--- src/id_defs.svh ---
`ifndef ID_DEFS_SVH
`define ID_DEFS_SVH

// ====================
// datapath and register file sizing
// ====================
`define ID_XLEN     32
`define ID_NREGS    32
`define ID_RIDX_W   5

// fetch restarts here after reset or flush
`define ID_RESET_PC 32'h8000_0000

`endif

--- src/id_pkg.sv ---
`default_nettype none

`include "id_defs.svh"

package id_pkg;

    // rv32i major opcodes, low two bits included
    typedef enum logic [6:0] {
        OPC_LOAD   = 7'b0000011,
        OPC_OP_IMM = 7'b0010011,
        OPC_AUIPC  = 7'b0010111,
        OPC_STORE  = 7'b0100011,
        OPC_OP     = 7'b0110011,
        OPC_LUI    = 7'b0110111,
        OPC_BRANCH = 7'b1100011,
        OPC_JALR   = 7'b1100111,
        OPC_JAL    = 7'b1101111
    } opcode_e;

    typedef enum logic [3:0] {
        ALU_ADD, ALU_SUB, ALU_SLL, ALU_SLT, ALU_SLTU, ALU_XOR, ALU_SRL, ALU_SRA,
        ALU_OR, ALU_AND,
        ALU_EQ, ALU_NE, ALU_LT, ALU_GE, ALU_LTU, ALU_GEU  // branch compares
    } alu_op_e;

    // nine memory ops, needs four bits
    typedef enum logic [3:0] {
        MEM_NONE = 4'd0,
        MEM_LB, MEM_LH, MEM_LW, MEM_LBU, MEM_LHU,
        MEM_SB, MEM_SH, MEM_SW
    } mem_op_e;

    typedef enum logic [2:0] {IMM_I, IMM_S, IMM_B, IMM_U, IMM_J, IMM_NONE} imm_type_e;
    typedef enum logic [1:0] {OPA_REG, OPA_PC, OPA_ZERO} op_a_sel_e;
    typedef enum logic       {OPB_REG, OPB_IMM} op_b_sel_e;

    // ====================
    // bundles
    // ====================
    typedef struct packed {
        alu_op_e   alu_op;
        op_a_sel_e op_a_sel;
        op_b_sel_e op_b_sel;
        imm_type_e imm_type;
        mem_op_e   mem_op;
        logic      rd_we;
        logic      is_branch;  // b-type only
        logic      is_jal;
        logic      is_jalr;
        logic      illegal;
    } dec_ctrl_t;

    typedef struct packed {
        logic                  we;
        logic [`ID_RIDX_W-1:0] rd;
        logic [`ID_XLEN-1:0]   data;
    } wb_port_t;

    typedef struct packed {
        logic                valid;
        logic [`ID_XLEN-1:0] pc;
    } ex_redirect_t;

    typedef struct packed {
        logic                  valid;
        alu_op_e               alu_op;
        logic [`ID_XLEN-1:0]   op_a;
        logic [`ID_XLEN-1:0]   op_b;
        logic [`ID_XLEN-1:0]   rs2_val;   // store data, branch compare
        logic [`ID_XLEN-1:0]   imm;
        logic [`ID_RIDX_W-1:0] rd;
        logic                  rd_we;
        mem_op_e               mem_op;
        logic                  is_branch;
        logic                  is_jalr;
        logic                  pred_taken;
        logic [`ID_XLEN-1:0]   pred_pc;
        logic [`ID_XLEN-1:0]   pc_next;   // link value, fall-through
        logic                  illegal;
    } id_ex_t;

endpackage

`default_nettype wire

--- src/id_decoder.sv ---
`timescale 1ns/1ps
`default_nettype none

module id_decoder import id_pkg::*; (
    input  logic [31:0] instr_i,
    output dec_ctrl_t   ctrl_o
);

    opcode_e    opcode;
    logic [2:0] funct3;
    logic [6:0] funct7;

    assign opcode = opcode_e'(instr_i[6:0]);
    assign funct3 = instr_i[14:12];
    assign funct7 = instr_i[31:25];

    // shared by op and op-imm, alt picks sub / sra
    function automatic alu_op_e arith_op(input logic [2:0] f3, input logic alt);
        alu_op_e op;
        case (f3)
            3'b000:  op = alt ? ALU_SUB : ALU_ADD;
            3'b001:  op = ALU_SLL;
            3'b010:  op = ALU_SLT;
            3'b011:  op = ALU_SLTU;
            3'b100:  op = ALU_XOR;
            3'b101:  op = alt ? ALU_SRA : ALU_SRL;
            3'b110:  op = ALU_OR;
            default: op = ALU_AND;
        endcase
        return op;
    endfunction

    always_comb begin
        ctrl_o          = '0;
        ctrl_o.alu_op   = ALU_ADD;
        ctrl_o.op_a_sel = OPA_REG;
        ctrl_o.op_b_sel = OPB_REG;
        ctrl_o.imm_type = IMM_NONE;
        ctrl_o.mem_op   = MEM_NONE;

        case (opcode)
            OPC_OP: begin
                ctrl_o.rd_we  = 1'b1;
                ctrl_o.alu_op = arith_op(funct3, funct7[5]);
                if (funct7 == 7'b0100000) begin
                    ctrl_o.illegal = !(funct3 == 3'b000 || funct3 == 3'b101);
                end else begin
                    ctrl_o.illegal = (funct7 != 7'b0000000);
                end
            end
            OPC_OP_IMM: begin
                ctrl_o.rd_we    = 1'b1;
                ctrl_o.op_b_sel = OPB_IMM;
                ctrl_o.imm_type = IMM_I;
                ctrl_o.alu_op   = arith_op(funct3, funct3 == 3'b101 && funct7[5]);
                if (funct3 == 3'b001) begin
                    ctrl_o.illegal = (funct7 != 7'b0000000);   // slli
                end else if (funct3 == 3'b101) begin
                    ctrl_o.illegal = (funct7 != 7'b0000000) && (funct7 != 7'b0100000);
                end
            end
            OPC_LUI, OPC_AUIPC: begin
                ctrl_o.rd_we    = 1'b1;
                ctrl_o.op_a_sel = (opcode == OPC_LUI) ? OPA_ZERO : OPA_PC;
                ctrl_o.op_b_sel = OPB_IMM;
                ctrl_o.imm_type = IMM_U;
            end
            OPC_LOAD: begin
                ctrl_o.rd_we    = 1'b1;
                ctrl_o.op_b_sel = OPB_IMM;
                ctrl_o.imm_type = IMM_I;
                case (funct3)
                    3'b000:  ctrl_o.mem_op = MEM_LB;
                    3'b001:  ctrl_o.mem_op = MEM_LH;
                    3'b010:  ctrl_o.mem_op = MEM_LW;
                    3'b100:  ctrl_o.mem_op = MEM_LBU;
                    3'b101:  ctrl_o.mem_op = MEM_LHU;
                    default: ctrl_o.illegal = 1'b1;
                endcase
            end
            OPC_STORE: begin
                ctrl_o.op_b_sel = OPB_IMM;   // address = rs1 + imm
                ctrl_o.imm_type = IMM_S;
                case (funct3)
                    3'b000:  ctrl_o.mem_op = MEM_SB;
                    3'b001:  ctrl_o.mem_op = MEM_SH;
                    3'b010:  ctrl_o.mem_op = MEM_SW;
                    default: ctrl_o.illegal = 1'b1;
                endcase
            end
            OPC_BRANCH: begin
                ctrl_o.is_branch = 1'b1;
                ctrl_o.imm_type  = IMM_B;
                case (funct3)
                    3'b000:  ctrl_o.alu_op = ALU_EQ;
                    3'b001:  ctrl_o.alu_op = ALU_NE;
                    3'b100:  ctrl_o.alu_op = ALU_LT;
                    3'b101:  ctrl_o.alu_op = ALU_GE;
                    3'b110:  ctrl_o.alu_op = ALU_LTU;
                    3'b111:  ctrl_o.alu_op = ALU_GEU;
                    default: ctrl_o.illegal = 1'b1;
                endcase
            end
            OPC_JAL: begin
                ctrl_o.rd_we    = 1'b1;
                ctrl_o.is_jal   = 1'b1;
                ctrl_o.op_a_sel = OPA_PC;
                ctrl_o.op_b_sel = OPB_IMM;
                ctrl_o.imm_type = IMM_J;
            end
            OPC_JALR: begin
                ctrl_o.rd_we    = 1'b1;
                ctrl_o.is_jalr  = 1'b1;
                ctrl_o.op_b_sel = OPB_IMM;
                ctrl_o.imm_type = IMM_I;
                ctrl_o.illegal  = (funct3 != 3'b000);
            end
            default: ctrl_o.illegal = 1'b1;   // unknown opcode
        endcase

        // illegal words must not write or touch memory or steer fetch
        if (ctrl_o.illegal) begin
            ctrl_o.rd_we     = 1'b0;
            ctrl_o.mem_op    = MEM_NONE;
            ctrl_o.is_branch = 1'b0;
            ctrl_o.is_jal    = 1'b0;
            ctrl_o.is_jalr   = 1'b0;
        end
    end

endmodule

`default_nettype wire

--- src/id_imm_gen.sv ---
`timescale 1ns/1ps
`default_nettype none

`include "id_defs.svh"

module id_imm_gen import id_pkg::*; (
    input  logic [31:0]         instr_i,
    input  imm_type_e           imm_type_i,
    output logic [`ID_XLEN-1:0] imm_o
);

    logic sign;

    assign sign = instr_i[31];   // every format keeps its sign here

    always_comb begin
        case (imm_type_i)
            IMM_I: imm_o = {{20{sign}}, instr_i[31:20]};
            IMM_S: imm_o = {{20{sign}}, instr_i[31:25], instr_i[11:7]};
            IMM_B: imm_o = {{19{sign}}, sign, instr_i[7], instr_i[30:25],
                            instr_i[11:8], 1'b0};
            IMM_U: imm_o = {instr_i[31:12], 12'h000};
            IMM_J: imm_o = {{11{sign}}, sign, instr_i[19:12], instr_i[20],
                            instr_i[30:21], 1'b0};
            default: imm_o = '0;   // no immediate
        endcase
    end

endmodule

`default_nettype wire

--- src/id_regfile.sv ---
`timescale 1ns/1ps
`default_nettype none

`include "id_defs.svh"

module id_regfile import id_pkg::*; (
    input  logic                  clk,
    input  logic                  resetn,
    input  logic [`ID_RIDX_W-1:0] rs1_idx_i,
    input  logic [`ID_RIDX_W-1:0] rs2_idx_i,
    output logic [`ID_XLEN-1:0]   rs1_data_o,
    output logic [`ID_XLEN-1:0]   rs2_data_o,
    input  wb_port_t              wb_i
);

    logic [`ID_XLEN-1:0] regs [`ID_NREGS-1:1];   // x0 not stored
    logic                wr_live;

    assign wr_live = wb_i.we && (wb_i.rd != '0);

    always_ff @(posedge clk) begin
        if (!resetn) begin
            for (int i = 1; i < `ID_NREGS; i++) begin
                regs[i] <= '0;
            end
        end else if (wr_live) begin
            regs[wb_i.rd] <= wb_i.data;
        end
    end

    // write-through so decode sees this cycle's write-back
    always_comb begin
        if (rs1_idx_i == '0)                       rs1_data_o = '0;
        else if (wr_live && wb_i.rd == rs1_idx_i)  rs1_data_o = wb_i.data;
        else                                       rs1_data_o = regs[rs1_idx_i];

        if (rs2_idx_i == '0)                       rs2_data_o = '0;
        else if (wr_live && wb_i.rd == rs2_idx_i)  rs2_data_o = wb_i.data;
        else                                       rs2_data_o = regs[rs2_idx_i];
    end

endmodule

`default_nettype wire

--- src/id_branch_predictor.sv ---
`timescale 1ns/1ps
`default_nettype none

`include "id_defs.svh"

module id_branch_predictor import id_pkg::*; (
    input  dec_ctrl_t           ctrl_i,
    input  logic [`ID_XLEN-1:0] pc_i,
    input  logic [`ID_XLEN-1:0] imm_i,
    input  logic [`ID_XLEN-1:0] rs1_data_i,
    input  logic                rs1_busy_i,
    output logic                taken_o,
    output logic [`ID_XLEN-1:0] target_o
);

    logic [`ID_XLEN-1:0] pc_rel;
    logic [`ID_XLEN-1:0] reg_rel;

    assign pc_rel  = pc_i + imm_i;
    assign reg_rel = (rs1_data_i + imm_i) & ~`ID_XLEN'(1);   // jalr drops bit 0

    always_comb begin
        taken_o  = 1'b0;
        target_o = pc_rel;
        if (ctrl_i.is_jal) begin
            taken_o = 1'b1;
        end else if (ctrl_i.is_branch) begin
            taken_o = imm_i[`ID_XLEN-1];   // backward taken, forward not
        end else if (ctrl_i.is_jalr) begin
            taken_o  = !rs1_busy_i;   // stale rs1, leave it to execute
            target_o = reg_rel;
        end
    end

endmodule

`default_nettype wire

--- src/id_pc_tracker.sv ---
`timescale 1ns/1ps
`default_nettype none

`include "id_defs.svh"

module id_pc_tracker import id_pkg::*; (
    input  logic                clk,
    input  logic                resetn,
    input  logic                enable_i,
    input  logic                flush_i,
    input  logic                pred_taken_i,
    input  logic [`ID_XLEN-1:0] pred_target_i,
    input  ex_redirect_t        ex_redirect_i,
    output logic [`ID_XLEN-1:0] pc_o,
    output ex_redirect_t        redirect_o
);

    logic [`ID_XLEN-1:0] pc_q;
    logic [`ID_XLEN-1:0] pc_seq;
    logic                advance;

    assign pc_seq  = pc_q + `ID_XLEN'(4);
    assign advance = enable_i || ex_redirect_i.valid;

    // ====================
    // redirect toward fetch
    // ====================
    always_comb begin
        if (ex_redirect_i.valid) begin
            redirect_o.valid = 1'b1;   // execute always wins
            redirect_o.pc    = ex_redirect_i.pc;
        end else begin
            redirect_o.valid = pred_taken_i;
            redirect_o.pc    = pred_target_i;
        end
    end

    // ====================
    // instruction pc
    // ====================
    always_ff @(posedge clk) begin
        if (!resetn || flush_i) begin
            pc_q <= `ID_RESET_PC;
        end else if (advance) begin
            pc_q <= redirect_o.valid ? redirect_o.pc : pc_seq;
        end
    end

    assign pc_o = pc_q;

endmodule

`default_nettype wire

--- src/id_pipe_reg.sv ---
`timescale 1ns/1ps
`default_nettype none

`include "id_defs.svh"

module id_pipe_reg import id_pkg::*; (
    input  logic                  clk,
    input  logic                  resetn,
    input  logic                  enable_i,
    input  logic                  flush_i,
    input  dec_ctrl_t             ctrl_i,
    input  logic [`ID_XLEN-1:0]   pc_i,
    input  logic [`ID_XLEN-1:0]   imm_i,
    input  logic [`ID_XLEN-1:0]   rs1_data_i,
    input  logic [`ID_XLEN-1:0]   rs2_data_i,
    input  logic [`ID_RIDX_W-1:0] rd_i,
    input  logic                  pred_taken_i,
    input  logic [`ID_XLEN-1:0]   pred_target_i,
    output id_ex_t                id_ex_o
);

    logic [`ID_XLEN-1:0] op_a;
    logic [`ID_XLEN-1:0] op_b;

    // operand muxes
    always_comb begin
        case (ctrl_i.op_a_sel)
            OPA_PC:   op_a = pc_i;          // auipc, jal
            OPA_ZERO: op_a = '0;            // lui
            default:  op_a = rs1_data_i;
        endcase
    end

    assign op_b = (ctrl_i.op_b_sel == OPB_IMM) ? imm_i : rs2_data_i;

    // ====================
    // decode to execute register
    // ====================
    always_ff @(posedge clk) begin
        if (!resetn || flush_i) begin
            id_ex_o <= '0;
        end else if (enable_i) begin
            id_ex_o.valid      <= 1'b1;
            id_ex_o.alu_op     <= ctrl_i.alu_op;
            id_ex_o.op_a       <= op_a;
            id_ex_o.op_b       <= op_b;
            id_ex_o.rs2_val    <= rs2_data_i;
            id_ex_o.imm        <= imm_i;
            id_ex_o.rd         <= rd_i;
            id_ex_o.rd_we      <= ctrl_i.rd_we;
            id_ex_o.mem_op     <= ctrl_i.mem_op;
            id_ex_o.is_branch  <= ctrl_i.is_branch;
            id_ex_o.is_jalr    <= ctrl_i.is_jalr;
            id_ex_o.pred_taken <= pred_taken_i;
            id_ex_o.pred_pc    <= pred_target_i;
            id_ex_o.pc_next    <= pc_i + `ID_XLEN'(4);
            id_ex_o.illegal    <= ctrl_i.illegal;
        end
    end

endmodule

`default_nettype wire

--- src/id_stage.sv ---
`timescale 1ns/1ps
`default_nettype none

`include "id_defs.svh"

module id_stage import id_pkg::*; (
    input  logic         clk,
    input  logic         resetn,
    input  logic         enable_i,
    input  logic         flush_i,
    input  logic [31:0]  instr_i,
    input  wb_port_t     wb_i,
    input  ex_redirect_t ex_redirect_i,
    input  logic         rs1_busy_i,    // rs1 still in flight
    output ex_redirect_t redirect_o,
    output id_ex_t       id_ex_o
);

    dec_ctrl_t           ctrl;
    logic [`ID_XLEN-1:0] imm;
    logic [`ID_XLEN-1:0] rs1_data;
    logic [`ID_XLEN-1:0] rs2_data;
    logic [`ID_XLEN-1:0] pc;
    logic                pred_taken;
    logic [`ID_XLEN-1:0] pred_target;

    // ====================
    // decode
    // ====================
    id_decoder i_decoder (
        .instr_i (instr_i),
        .ctrl_o  (ctrl)
    );

    id_imm_gen i_imm_gen (
        .instr_i    (instr_i),
        .imm_type_i (ctrl.imm_type),
        .imm_o      (imm)
    );

    id_regfile i_regfile (
        .clk        (clk),
        .resetn     (resetn),
        .rs1_idx_i  (instr_i[19:15]),
        .rs2_idx_i  (instr_i[24:20]),
        .rs1_data_o (rs1_data),
        .rs2_data_o (rs2_data),
        .wb_i       (wb_i)
    );

    // ====================
    // prediction and pc
    // ====================
    id_branch_predictor i_branch_predictor (
        .ctrl_i     (ctrl),
        .pc_i       (pc),
        .imm_i      (imm),
        .rs1_data_i (rs1_data),
        .rs1_busy_i (rs1_busy_i),
        .taken_o    (pred_taken),
        .target_o   (pred_target)
    );

    id_pc_tracker i_pc_tracker (
        .clk           (clk),
        .resetn        (resetn),
        .enable_i      (enable_i),
        .flush_i       (flush_i),
        .pred_taken_i  (pred_taken),
        .pred_target_i (pred_target),
        .ex_redirect_i (ex_redirect_i),
        .pc_o          (pc),
        .redirect_o    (redirect_o)
    );

    id_pipe_reg i_pipe_reg (
        .clk           (clk),
        .resetn        (resetn),
        .enable_i      (enable_i),
        .flush_i       (flush_i),
        .ctrl_i        (ctrl),
        .pc_i          (pc),
        .imm_i         (imm),
        .rs1_data_i    (rs1_data),
        .rs2_data_i    (rs2_data),
        .rd_i          (instr_i[11:7]),
        .pred_taken_i  (pred_taken),
        .pred_target_i (pred_target),
        .id_ex_o       (id_ex_o)
    );

endmodule

`default_nettype wire

--- config.mk ---
export PLATFORM = sky130hd
export DESIGN_NAME = id_stage
export DESIGN_NICKNAME = d
export VERILOG_FILES = /design/src/id_pkg.sv /design/src/id_decoder.sv /design/src/id_imm_gen.sv /design/src/id_regfile.sv /design/src/id_branch_predictor.sv /design/src/id_pc_tracker.sv /design/src/id_pipe_reg.sv /design/src/id_stage.sv
export VERILOG_INCLUDE_DIRS = /design/src
export SDC_FILE = /design/constraint.sdc
export NUM_CORES = 2
export LEC_CHECK = 0
export ABC_CLOCK_PERIOD_IN_PS = 5650
export CAP_MARGIN = 10
export CORE_MARGIN = 2
export CORE_UTILIZATION = 40
export DETAILED_ROUTE_END_ITERATION = 12
export DONT_BUFFER_PORTS = 1
export GPL_TIMING_DRIVEN = 0
export SETUP_SLACK_MARGIN = 0.3
export SLEW_MARGIN = 20
export SYNTH_ARGS = -nofsm -noshare
export SYNTH_HDL_FRONTEND = slang
export SYNTH_SLANG_ARGS = --single-unit
--- constraint.sdc ---
create_clock -name clk -period 5.65 [get_ports clk]
set_input_delay 0.2825 -clock clk [delete_from_list [all_inputs] [get_ports clk]]
set_output_delay 0.2825 -clock clk [all_outputs]
set_load 0.02 [all_outputs]
After elaboration in Yosys (flattened, before gate mapping)
Memory sizes are Yosys's and may differ from the RTL's. Cells that the tools add are included.

Bits in registers: 243. RAM bits: 992. Input bits: 108. Output and inout port bits: 244. Logic and storage cells: 122. Memories: 1.

Memory list: i_regfile.regs (depth 31, width 32, rd ports 2, clocked after Yosys merged registers in 0, write ports 31, line id_regfile.sv:16) `` logic [`ID_XLEN-1:0] regs [`ID_NREGS-1:1]; ``.

Add/subtract/negate cells: 3. Eq/ne operators: 26. Mux-type cells: 49. Reduce and logical (&&, ||, !) cells: 27.

Operators by type and width (number): $mux W32 (10); $pmux W32 S5 (1); $add A32 B32 Y32 (2); $pmux W32 S2 (1); $pmux W4 S7 (2); $mux W33 (1); $add A32 B3 Y32 const B (1); $reduce_or A32 Y1 (1); $pmux W3 S5 (2); $eq A7 B6 Y1 const B (4); $pmux W4 S3 (2); $pmux W4 S6 (1); $mux W1 (23); $eq A7 B7 Y1 const B (3); $eq A3 B3 Y1 const B (5); $eq A7 B5 Y1 const B (2); $reduce_or A7 Y1 (2); $eq A3 B2 Y1 const B (4); $eq A5 B5 Y1 (2); $logic_not A5 Y1 (2); $reduce_or A3 Y1 (3); $mux W8 (1); $pmux W4 S2 (1); $eq A7 B2 Y1 const B (1); other kinds (18) (28).

Longest topological paths before layout
Depth after elaboration: 11. Depth in mapped cells: 22.

Hierarchy
A second synthesis with hierarchy kept.

Cell total of the unflattened synthesis: 5699. Area, all modules: 70571.4 um^2.

By module, submodules not included: id_regfile (instances 1, cells an instance 3809, area each 55127.9 um^2, sequential area each 30749.5 um^2); id_pipe_reg (instances 1, cells an instance 922, area each 8496.9 um^2, sequential area each 4224.1 um^2); id_branch_predictor (instances 1, cells an instance 471, area each 3265.6 um^2, sequential area each 0.0 um^2); id_pc_tracker (instances 1, cells an instance 296, area each 2387.3 um^2, sequential area each 640.6 um^2); id_decoder (instances 1, cells an instance 107, area each 753.2 um^2, sequential area each 0.0 um^2); id_imm_gen (instances 1, cells an instance 94, area each 540.5 um^2, sequential area each 0.0 um^2).

Least setup slack after synthesis
No wires, ideal clock.

Path type: input to output. From: input instr_i[15]. To: output redirect_o[31] in the netlist's numbering. Arrival: 5356 ps. Data required time: 5368 ps. Slack: 11 ps. Cell stages on the path: 19. Path buffers: 4. Path through: buf_4 > buf_2 > buf_2 > buf_1 > mux4_2 > mux4_2 > mux2i_1 > a211oi_1 > ha_1 > and3_1 > a32o_1 > a221oi_1 > o21a_1 > or3_1 > a21oi_1 > o2111a_1 > nor3_1 > a21boi_0 > o31ai_1.

RTL lines: from (decl) (line id_stage.sv:11) `input logic [31:0] instr_i,`; to (decl) (line id_stage.sv:15) `output ex_redirect_t redirect_o,`.

==> reports/results.ini <==
[placement]
placed_cell_area_um2=74400
dp_hpwl_um=234000
placed_cells=7680
routabilityCongestion=1.01
port_buffers=0

[yosys]
ys_seq_elements=1267
ys_types=81
muxShareOfSynthArea=0.230
syn_avg_cell_area_um2=13.2
ys_warn_count=0
synth_area_um2=69600
synthArstFlopShare=0
synthAdderAreaFrac=0.0121
yosys_most_used_dff=edfxtp_1
synth_edf_count=1024
synth_compound_area_frac=0.0628
synth-simple-area-share=0.142
seq_area_frac_synth=0.512
synthXorXnorAreaFrac=0.0103
syn_inst=5267
synth_top_family_by_area=multiplexers

[sta]
slew_viol_final=0
fin_crit_sh=1.03
max_slew_margin=0.144
hold_viol_final=0
rsz0062_at_grt=yes
layout_setup_ws_ns=-0.165
max_freq_mhz=172
setup_violations=11
skew_ns=0.0436
timing.hold.ws_ns=0.0446
finalCriticalPeriod_ns=5.81
worst_pin_slew_ns=1.28

[power]
cellPowerDensity_nw_per_um2=296
peakVddDrop_uv=255
leakage_nw=28.9

[worst_setup_path]
critical_path_class=in2out
startpoint_type=primary input
arrival_ns=5.53
cp_max_fo=10
endpoint_kind=primary output
worstSetupStartpoint=instr_i[16]
critPathRequiredTime_ns=5.37
r2r_slack_ns=0.62
r2r_start=i_regfile.regs[27][1]

[die]
start_util=0.401
rows=153
dieArea_um2=177000
core_um2=173000
pin_count=352
die_h_um=421
dieWidth_um=421

[global_routing]
grt_pass1_vias=50200
grt-ovfl-total=0
antenna_found_initial=48
grt_pass1_wl_um=413000
grt_usage=0.338
met3_usage=0.115
grt_use_met2=0.521
grt_start_max_net_pins=23
top_usage_layer=met2
met1_usage=0.414

[detailed_routing]
drc=0
finalWirelength_um=305000
drtIter0Drc=7964
wl_per_cell_um=37.5
vias=51500
viasPerCell=6.34
drt_pre_antenna_iters=6
drtAntennaViolNets=0

[clock_tree]
clk_path_buf_depth=3
htree_num_levels=4
cts_sinks=1267
cts_buffers=144
clock_latency_ns=0.82
clkTransAtPathRegs_ns=0.06
clock-root-buffer=clkbuf_16
cts_tree=built

[layout]
fill_cells=15400
fin_util=0.477
drive_gt1_frac=0.242
area_delta_synth_final_pct=18.9
stdcell_area_um2=82800
stdcell_count=8130
nets=5824

[hold_path]
hold_start=instr_i[6]
hold_path.class=in2reg

[outcome]
outcome=finished with violations
violations=setup timing

[flow_run]
maxCapViolCount=0

==> critical path, cell delays in order <==
cell and delay [ns]:
buf_4 0.24, buf_6 0.25, clkbuf_4 0.31, clkbuf_8 0.28, mux4_2 0.37, mux4_2 0.61, mux2i_4 0.24, a211oi_4 0.14
ha_4 0.36, and3_4 0.18, a32o_2 0.19, buf_12 0.14, nand3b_1 0.10, o21a_4 0.26, or3_4 0.37, a21oi_4 0.18
o2111a_1 0.25, nor3_4 0.09, and3b_2 0.28, o31ai_4 0.37
==> state kept, by name, summed over array words and instances (netlist names) <==
| signal | count |
|---|---|
| i_pc_tracker.pc_o | 32 |
| i_regfile.regs | 1024 |
| i_pipe_reg.id_ex_o | 211 |
==> cells in the final DEF (no fill, tap or decap), types with 42 or more instances in the layout <==
cell type and n:
nand3_1 42, buf_16 42, nor2_1 410, mux2i_1 125, nor3_1 99, clkbuf_16 149
ha_1 48, o21ai_0 89, dfxtp_1 243, edfxtp_1 1024, buf_4 77, diode_2 43
and3_1 55, xnor2_1 42, a21oi_1 153, clkbuf_1 389, nand2_1 98, and2_1 971
dlygate4sd3_1 83, a21o_1 45, mux4_2 638, clkbuf_2 49, a211oi_1 109
==> cell families after synthesis <==
group | Yosys count
buffers and inverters | 569
AND/OR/NAND/NOR | 1805
other | 1
adder cells (fa/ha/maj) | 66
XOR/XNOR | 82
flip-flops | 1267
AO/OA/AOI/OAI | 680
multiplexers | 797
==> power by group <==
group	internal (mW)	switching, mW
registers	10.6	0.367
clock network	5.29	4.17
logic	1.61	2.47
==> per-layer routing <==
layer,share of wire,routed length [um]
met3,0.13,41000
met4,0.067,20400
met5,0.00032,97
met2,0.45,137000
met1,0.35,107000
==> synthesized netlist by cell type (100+ instances only) <==
cell type  instances  area [um^2]
mux4_2           638        14400
mux2i_1          143         1430
a211oi_1         140         1050
a21oi_1          200         1000
edfxtp_1        1024        30700
nor3_1           100          500
and2_1           972         6080
nand2_1          102          383
dfxtp_1          243         4860
nor2_1           416         1560
o21ai_0          136          681
clkbuf_1         437         1640
==> final timing paths <==
kind | endpoint | depth (start not counted)
setup reg to reg | i_pc_tracker.pc_o[21] | 18
hold / removal | i_pipe_reg.id_ex_o[67] | 5
hold reg to reg | i_pipe_reg.id_ex_o[68] | 2
setup / recovery | redirect_o[31] | 20
==> repair_timing <==
action / CTS / global route
setup buffers: 41 / 24
hold buffers: 83 / 0
endpoints found under the setup margin: 88 / 27
hold endpoints to repair: 896 / 0
gates resized for setup: 405 / 106
pin swaps: 58 / 44
==> per-stage QoR <==
| step | setup WS (ns) | total power [mW] | TNS (ns) |
|---|---|---|---|
| 2_1_floorplan | 0.230 | 13.0 | 0 |
| 3_3_place_gp | -3.54 | 14.5 | -1777.03 |
| 3_5_place_dp | -3.33 | 14.6 | -185.83 |
| 5_1_grt | -0.192 | 24.9 | -1.34 |
| 6_report | -0.165 | 24.5 | -1.12 |
| 4_1_cts | -0.171 | 24.2 | -0.841 |
==> cell type report <==
type	instances	area [um^2]	share of cell area
sequential	1267	35600	0.430
clock buffer	180	3840	0.0465
inverter	37	139	0.00168
antenna	43	108	0.00130
tap	2325	2910	0.0351
timing repair buffer	207	2730	0.0330
multi-input combinational	3462	34000	0.411
clock inverter	77	797	0.00963
buffer	532	2580	0.0312
No activity file was read; power rests on OpenSTA's default activity.
